==> src/act_buf_pkg.sv <==
`default_nettype none

package act_buf_pkg;

	// array geometry.
	localparam int n_dim_array = 4;
	localparam int data_width = 8;
	localparam int row_width = n_dim_array * data_width;
	localparam int win_size = 2 * n_dim_array;
	localparam int ptr_width = $clog2(win_size);
	localparam int step_width = ptr_width + 1;

	// operating modes.
	localparam logic [2:0] mode_fc = 3'd0;
	localparam logic [2:0] mode_cnn = 3'd1;
	localparam logic [2:0] mode_ews = 3'd3;

	// host register map.
	localparam logic [1:0] cfg_addr_mode = 2'd0;
	localparam logic [1:0] cfg_addr_step = 2'd1;
	localparam logic [1:0] cfg_addr_stride = 2'd2;
	localparam logic [1:0] cfg_addr_clear = 2'd3;

endpackage

`default_nettype wire

==> src/act_ingress.sv <==
`timescale 1ns/10ps
`default_nettype none

module act_ingress #(
	parameter int ingress_depth = 4
) (
	input  wire                             clk,
	input  wire                             reset,
	input  wire                             in_valid,
	input  wire [act_buf_pkg::row_width-1:0] in_row,
	output logic                            in_credit,
	input  wire                             pop,
	output logic                            head_valid,
	output logic [act_buf_pkg::row_width-1:0] head_row
);

	localparam int aw = (ingress_depth > 1) ? $clog2(ingress_depth) : 1;
	localparam int cw = $clog2(ingress_depth + 1);

	logic [act_buf_pkg::row_width-1:0] mem [ingress_depth];
	logic [aw-1:0] wr_ptr;
	logic [aw-1:0] rd_ptr;
	logic [cw-1:0] count;
	logic pop_ok;

	function automatic logic [aw-1:0] ptr_inc(input logic [aw-1:0] p);
		if (p == aw'(ingress_depth - 1))
			return '0;
		return p + aw'(1);
	endfunction

	assign head_valid = (count != '0);
	assign head_row = mem[rd_ptr];
	assign pop_ok = pop & head_valid;
	assign in_credit = pop_ok; // one credit back per row released.

	always_ff @(posedge clk) begin
		if (in_valid)
			mem[wr_ptr] <= in_row;
	end

	always_ff @(posedge clk or negedge reset) begin
		if (!reset) begin
			wr_ptr <= '0;
			rd_ptr <= '0;
			count <= '0;
		end else begin
			if (in_valid)
				wr_ptr <= ptr_inc(wr_ptr);
			if (pop_ok)
				rd_ptr <= ptr_inc(rd_ptr);
			case ({in_valid, pop_ok})
				2'b10: count <= count + cw'(1);
				2'b01: count <= count - cw'(1);
				default: count <= count; // push and pop cancel.
			endcase
		end
	end

endmodule

`default_nettype wire

==> src/buffer_cfg.sv <==
`timescale 1ns/10ps
`default_nettype none

module buffer_cfg (
	input  wire        clk,
	input  wire        reset,
	input  wire        cfg_write,
	input  wire [1:0]  cfg_addr,
	input  wire [7:0]  cfg_wdata,
	output logic [2:0] mode,
	output logic [act_buf_pkg::step_width-1:0] step,
	output logic       stride_en,
	output logic       phase,
	output logic       clear
);

	localparam int sw = act_buf_pkg::step_width;

	always_ff @(posedge clk or negedge reset) begin
		if (!reset) begin
			mode <= act_buf_pkg::mode_fc;
			step <= sw'(1);
			stride_en <= 1'b0;
			phase <= 1'b0;
			clear <= 1'b0;
		end else begin
			clear <= 1'b0; // single cycle.
			if (cfg_write) begin
				case (cfg_addr)
					act_buf_pkg::cfg_addr_mode: mode <= cfg_wdata[2:0];
					act_buf_pkg::cfg_addr_step: step <= cfg_wdata[sw-1:0];
					act_buf_pkg::cfg_addr_stride: begin
						stride_en <= cfg_wdata[0];
						phase <= cfg_wdata[1]; // odd entries when set.
					end
					act_buf_pkg::cfg_addr_clear: clear <= 1'b1;
					default: clear <= 1'b0;
				endcase
			end
		end
	end

endmodule

`default_nettype wire

==> src/window_sequencer.sv <==
`timescale 1ns/10ps
`default_nettype none

module window_sequencer #(
	parameter int out_credits = 2
) (
	input  wire       clk,
	input  wire       reset,
	input  wire       head_valid,
	input  wire       out_credit,
	input  wire       clear,
	input  wire [2:0] mode,
	output logic      pop,
	output logic      load,
	output logic      load_half,
	output logic      advance,
	output logic      out_valid
);

	localparam int cw = $clog2(out_credits + 1);

	logic [cw-1:0] credits;
	logic half_toggle;
	logic is_cnn;

	assign is_cnn = (mode == act_buf_pkg::mode_cnn);

	// row and credit both on hand.
	assign pop = head_valid & (credits != '0);
	assign load = pop;
	assign load_half = half_toggle;

	always_ff @(posedge clk or negedge reset) begin
		if (!reset) begin
			credits <= cw'(out_credits);
			out_valid <= 1'b0;
			advance <= 1'b0;
		end else begin
			out_valid <= pop;
			advance <= pop & is_cnn; // pointer moves after each window.
			case ({out_credit, pop})
				2'b10: credits <= credits + cw'(1);
				2'b01: credits <= credits - cw'(1);
				default: credits <= credits;
			endcase
		end
	end

	always_ff @(posedge clk or negedge reset) begin
		if (!reset)
			half_toggle <= 1'b0;
		else if (clear)
			half_toggle <= 1'b0;
		else if (load && is_cnn)
			half_toggle <= ~half_toggle; // alternate halves.
	end

endmodule

`default_nettype wire

==> src/input_buffer.sv <==
`timescale 1ns/10ps
`default_nettype none

module input_buffer (
	input  wire        clk,
	input  wire        reset,
	input  wire        clear,
	input  wire        load,
	input  wire        load_half,
	input  wire        advance,
	input  wire [2:0]  mode,
	input  wire [act_buf_pkg::step_width-1:0] step,
	input  wire        stride_en,
	input  wire        phase,
	input  wire [act_buf_pkg::row_width-1:0] row_in,
	output logic [act_buf_pkg::row_width-1:0] out_window
);

	localparam int n = act_buf_pkg::n_dim_array;
	localparam int dw = act_buf_pkg::data_width;
	localparam int win = act_buf_pkg::win_size;
	localparam int pw = act_buf_pkg::ptr_width;

	logic signed [dw-1:0] entries [win];
	logic signed [dw-1:0] ent_next [win];
	logic [pw-1:0] ptr;
	logic [pw-1:0] ptr_eff;
	logic [pw+1:0] ptr_sum;
	logic [act_buf_pkg::row_width-1:0] sel_window;
	logic is_cnn;
	logic is_bypass;

	assign is_cnn = (mode == act_buf_pkg::mode_cnn);
	assign is_bypass = (mode == act_buf_pkg::mode_fc) || (mode == act_buf_pkg::mode_ews);

	// pending step folds in so a back-to-back load sees the new pointer.
	assign ptr_sum = {2'b00, ptr} + {1'b0, step};
	assign ptr_eff = advance ? pw'(ptr_sum % win) : ptr;

	// window contents as they stand after this cycle's load.
	always_comb begin
		for (int e = 0; e < win; e++)
			ent_next[e] = entries[e];
		if (load && is_cnn) begin
			for (int i = 0; i < n; i++)
				ent_next[(load_half ? n : 0) + i] = row_in[i*dw +: dw];
		end
	end

	always_comb begin
		int idx;
		idx = 0;
		for (int i = 0; i < n; i++) begin
			if (stride_en)
				idx = (int'(ptr_eff) + 2 * i + int'(phase)) % win; // every other entry.
			else
				idx = (int'(ptr_eff) + i) % win;
			sel_window[i*dw +: dw] = ent_next[idx];
		end
	end

	always_ff @(posedge clk or negedge reset) begin
		if (!reset) begin
			for (int e = 0; e < win; e++)
				entries[e] <= '0;
		end else if (clear) begin
			for (int e = 0; e < win; e++)
				entries[e] <= '0;
		end else if (load && is_cnn) begin
			for (int e = 0; e < win; e++)
				entries[e] <= ent_next[e];
		end
	end

	always_ff @(posedge clk or negedge reset) begin
		if (!reset)
			ptr <= '0;
		else if (clear)
			ptr <= '0;
		else if (advance)
			ptr <= ptr_eff; // wraps at 2n.
	end

	always_ff @(posedge clk or negedge reset) begin
		if (!reset)
			out_window <= '0;
		else if (load && !clear) begin
			if (is_cnn)
				out_window <= sel_window;
			else if (is_bypass)
				out_window <= row_in; // row straight through.
		end
	end

endmodule

`default_nettype wire

==> src/act_buf_top.sv <==
`timescale 1ns/10ps
`default_nettype none

module act_buf_top #(
	parameter int ingress_depth = 4,
	parameter int out_credits = 2
) (
	input  wire        clk,
	input  wire        reset,
	input  wire        in_valid,
	input  wire [act_buf_pkg::row_width-1:0] in_row,
	output logic       in_credit,
	input  wire        cfg_write,
	input  wire [1:0]  cfg_addr,
	input  wire [7:0]  cfg_wdata,
	output logic       out_valid,
	output logic [act_buf_pkg::row_width-1:0] out_window,
	input  wire        out_credit
);

	logic head_valid;
	logic [act_buf_pkg::row_width-1:0] head_row;
	logic pop;
	logic load;
	logic load_half;
	logic advance;
	logic clear;
	logic [2:0] mode;
	logic [act_buf_pkg::step_width-1:0] step;
	logic stride_en;
	logic phase;

	act_ingress #(
		.ingress_depth(ingress_depth)
	) u_ingress (
		.clk(clk), .reset(reset), .in_valid(in_valid), .in_row(in_row),
		.in_credit(in_credit), .pop(pop), .head_valid(head_valid), .head_row(head_row)
	);

	buffer_cfg u_cfg (
		.clk(clk), .reset(reset), .cfg_write(cfg_write), .cfg_addr(cfg_addr),
		.cfg_wdata(cfg_wdata), .mode(mode), .step(step), .stride_en(stride_en),
		.phase(phase), .clear(clear)
	);

	window_sequencer #(
		.out_credits(out_credits)
	) u_seq (
		.clk(clk), .reset(reset), .head_valid(head_valid), .out_credit(out_credit),
		.clear(clear), .mode(mode), .pop(pop), .load(load), .load_half(load_half),
		.advance(advance), .out_valid(out_valid)
	);

	input_buffer u_buf (
		.clk(clk), .reset(reset), .clear(clear), .load(load), .load_half(load_half),
		.advance(advance), .mode(mode), .step(step), .stride_en(stride_en),
		.phase(phase), .row_in(head_row), .out_window(out_window)
	);

endmodule

`default_nettype wire

==> config.mk <==
export PLATFORM = sky130hd
export DESIGN_NAME = act_buf_top
export DESIGN_NICKNAME = d
export VERILOG_FILES = /design/src/act_buf_pkg.sv /design/src/act_ingress.sv /design/src/buffer_cfg.sv /design/src/window_sequencer.sv /design/src/input_buffer.sv /design/src/act_buf_top.sv
export SDC_FILE = /design/constraint.sdc
export NUM_CORES = 1
export LEC_CHECK = 0
export BUFFER_PORTS_ARGS = -buffer_cell sky130_fd_sc_hd__buf_2
export CORE_ASPECT_RATIO = 0.75
export CORE_MARGIN = 4
export CORE_UTILIZATION = 65
export DETAILED_ROUTE_END_ITERATION = 6
export PLACE_DENSITY_LB_ADDON = 0.12
export SYNTH_ARGS = -nofsm -noshare
export SYNTH_HDL_FRONTEND = slang
export SYNTH_SLANG_ARGS = --single-unit
==> constraint.sdc <==
create_clock -name clk -period 5.18 [get_ports clk]
set_input_delay 0.518 -clock clk [delete_from_list [all_inputs] [get_ports clk]]
set_output_delay 0.518 -clock clk [all_outputs]
set_load 0.02 [all_outputs]
==> results.md <==
* Vias in the first global route at 7,879
* Initial antenna violation count at 0
* Post-synthesis register bit count at 248
* Die Height at 124 um
* Placer Congestion at 0.943
* # IOs at 81
* GRT Util Overall at 28.6%
* Slew headroom at 16.5%
* CP max stage delay at 0.53 ns
* Share of the synthesized area in the top cell type at 32.8%
* Cts repair resizes at 0
* First-pass GRT wire length at 45,000 um
* Area of the multi-input gates at 4600 um^2
* Reg2Reg Setup Slack at 1.16 ns
* Mapped cell area at 11,700 um^2
* Die Footprint at 20,300 um^2
* CTS Buffer Depth at 3
* Ant diodes at 0
* Setup CP Type: flop to flop
* CTS hold repair buffers at 0
* Switching power at 3450 uW
* Largest area contributor in the netlist: edfxtp_1
* Fraction of layout cells with a size suffix above 1 at 22.9%
* Rows at 42
* Status: finished, final reports clean
* Power per cell area at 653 nW/um^2
* CTS root buf: clkbuf_16
* Clk pwr share at 20.7%
* Vias per inst at 6.56
* Core area at 17,700 um^2
* Top delay family on crit path: compound AO/OA/AOI/OAI gates
* Final Max Slew Viols at 0
* Worst Hold Class: input pin to asynchronous set/reset pin
* Via count at 7,832
* Crit path cell chain: ha_1, inv_1, fa_1, nand2_1, and2_1, inv_1, ha_1, and4b_1, o311ai_0, a21oi_1, a22oi_1, o221ai_1, a221o_1
* Initial Utilization at 66.4%
* I/O Buffers at 75
* Register area share after synthesis at 58.4%
* Seq pwr share at 34.4%
* Worst reg2reg endpoint: u_buf.out_window[30]
* Worst path required time at 5.59 ns
* Area grow syn2layout at 12.5%
* FF/Latch Area at 6850 um^2
* Clock Sink Count at 248
* DP Worst Slack at 1.29 ns
* Antenna-violating nets left at 0
* Number of synthesized flops with an enable pin at 128
* Filler cells at 1,144
* Die width at 163 um
* Final setup viols at 0
* Path depth of the worst reg2reg path at 13
* Postcts setup bufs at 0
* Worst r2r src: u_cfg.step[0]
* 1st-iter DRT viols at 886
* Gate power share at 44.9%
* Residual DRC count at 0
* Clk Latency, worst-skew pair at 0.53 ns
* Fraction of registers with async set/reset at 48.4%
* Least-Margin Pin Slew at 1.25 ns
* Post-route setup TNS at 0 ns
* Routed wire length at 28,800 um
* Worst vdd ir at 0.407 mV
* Slowest CP cell: dfstp_2
* Hold Violations, Final at 0
* Clock-pin slew on the worst setup and hold paths at 0.06 ns
* Post-Synthesis Cells at 860
* Slack of the critical path at 1.16 ns
* Avg Cell Area, Syn at 13.6 um^2
* Net count, final at 994
* Largest net degree at the start of global routing at 74
* Switching share of total power at 40.0%
* Internal power at 5170 uW
* Fmax at 249 MHz
* GR Overflow Total at 0
* Worst path bufs/invs at 2
* Pre-Repair DR Iteration Count at 5
* CTS Buf Count at 24
* Warnings, synthesis at 0
* Worst Path Max Fanout at 8
* MaxCap Viol Count at 0
* Yosys cell types at 58
* Pleak at 0.00573 uW
* Period utilization at 77.6%
* Min Tclk post-route at 4.02 ns
* Hpwl dp at 19,000 um
* RSZ-0062 raised after global routing: false
* Ys flop type: edfxtp_1
* Worst Setup Start Kind: flop
* H-tree depth at 1
* Syn Nets at 921
* CP arrival at 4.43 ns
* CTS tree: done
* CP Capture Type: flop
* Most area-consuming cells after synthesis: edfxtp_1 (33%), dfrtp_1 (25%), mux2i_1 (9.2%)
* Per-cell routed wire length at 24.1 um
* Clock skew at 0.0108 ns
[registers in the layout, indices dropped and copies added (netlist names)]
name	count
u_ingress.mem	128
u_buf.entries	64
u_buf.out_window	32
u_buf.ptr	3
u_cfg.mode	3
u_cfg.step	3
u_ingress.count	3
u_ingress.rd_ptr	2
u_ingress.wr_ptr	2
u_seq.credits	2
u_cfg.clear	1
u_cfg.phase	1
u_cfg.stride_en	1
u_seq.advance	1
u_seq.load_half	1
u_seq.out_valid	1
[metal layers]
metal,GRT usage (%),wire [um]
met1,42.9,12200
met2,42.8,13000
met3,6.19,2690
met4,8.58,820
met5,0,0
[Yosys cell counts, types with 9 or more instances]
| cell | count |
|---|---|
| mux2i_2 | 14 |
| mux2i_1 | 108 |
| inv_1 | 22 |
| mux2_2 | 16 |
| o31ai_1 | 9 |
| ha_1 | 12 |
| a221o_1 | 16 |
| mux4_2 | 40 |
| o21ai_0 | 14 |
| nand3_1 | 26 |
| o22ai_1 | 9 |
| dfrtp_1 | 118 |
| and2_1 | 16 |
| o221ai_1 | 15 |
| buf_2 | 10 |
| clkbuf_1 | 30 |
| nor2_1 | 111 |
| nand2_1 | 49 |
| edfxtp_1 | 128 |
[worst register-to-register path: stages (launching register included)]
cell and delay [ns]:
dfstp_2 0.53, ha_1 0.14, inv_1 0.05, fa_1 0.48, nand2_1 0.11, and2_1 0.23, inv_1 0.16, ha_1 0.20
and4b_1 0.23, o311ai_0 0.52, a21oi_1 0.45, a22oi_1 0.27, o221ai_1 0.15, a221o_1 0.38
[per-stage QoR]
stage | total power (uW) | utilization [%] | cells | hold slack (ns) | instance area [um^2]
floorplan | 5590 | - | 860 | 0.222 | 11700
global placement | 6630 | 70.1 | 1149 | 0.459 | 12400
detailed placement | 6780 | 70.1 | 1149 | 0.469 | 12400
CTS | 8560 | 74.8 | 1193 | 0.177 | 13200
global route | 9040 | 74.8 | 1193 | 0.183 | 13200
finish | 8620 | 74.8 | 1193 | 0.121 | 13200
[final cells by class]
cell class | instances | area share [%]
clock buffer | 35 | 5.32
clock inverter | 9 | 0.995
inverter | 23 | 0.654
multi-input combinational | 541 | 34.8
sequential | 248 | 51.9
tap | 242 | 2.29
timing repair buffer | 95 | 4.00
[placed cells by master (no fill, tap or decap), types with 12 or more instances in the layout]
cell / n
edfxtp_1: 128
dfrtp_1: 116
nor2_1: 111
mux2i_1: 107
buf_2: 74
nand2_1: 49
mux4_2: 40
nand3_1: 26
clkbuf_16: 24
inv_1: 22
buf_4: 21
mux2_2: 16
a221o_1: 16
and2_1: 16
o221ai_1: 15
mux2i_2: 14
o21ai_0: 13
ha_1: 12
[how the worst max path moves through the flow]
stage                        startpoint              endpoint  cells after the start
after floorplan           u_cfg.step[0]  u_buf.out_window[30]                     13
after detailed placement  u_cfg.step[0]  u_buf.out_window[30]                     13
after CTS                 u_cfg.step[0]  u_buf.out_window[30]                     13
final                     u_cfg.step[0]  u_buf.out_window[30]                     13
after global routing      u_cfg.step[0]  u_buf.out_window[31]                     13
after global placement    u_cfg.step[0]  u_buf.out_window[30]                     13
[power groups by stage]
stage / clock network, uW / logic (uW) / registers (uW)
final: 1780 / 3870 / 2970
after CTS: 1810 / 3790 / 2970
after detailed placement: 0 / 3770 / 3000
after floorplan: 0 / 2610 / 2980
after global routing: 1900 / 4120 / 3020
after global placement: 0 / 3660 / 2960
[cell families after synthesis]
family,Yosys count,synth area share [%]
fa+ha+maj,22,2.30
flops,248,58.4
xor+xnor,11,0.938
compound gates,106,7.05
simple gates,223,8.31
mux,179,20.3
buf+inv,71,2.76
(Power assumes the default switching activity.)
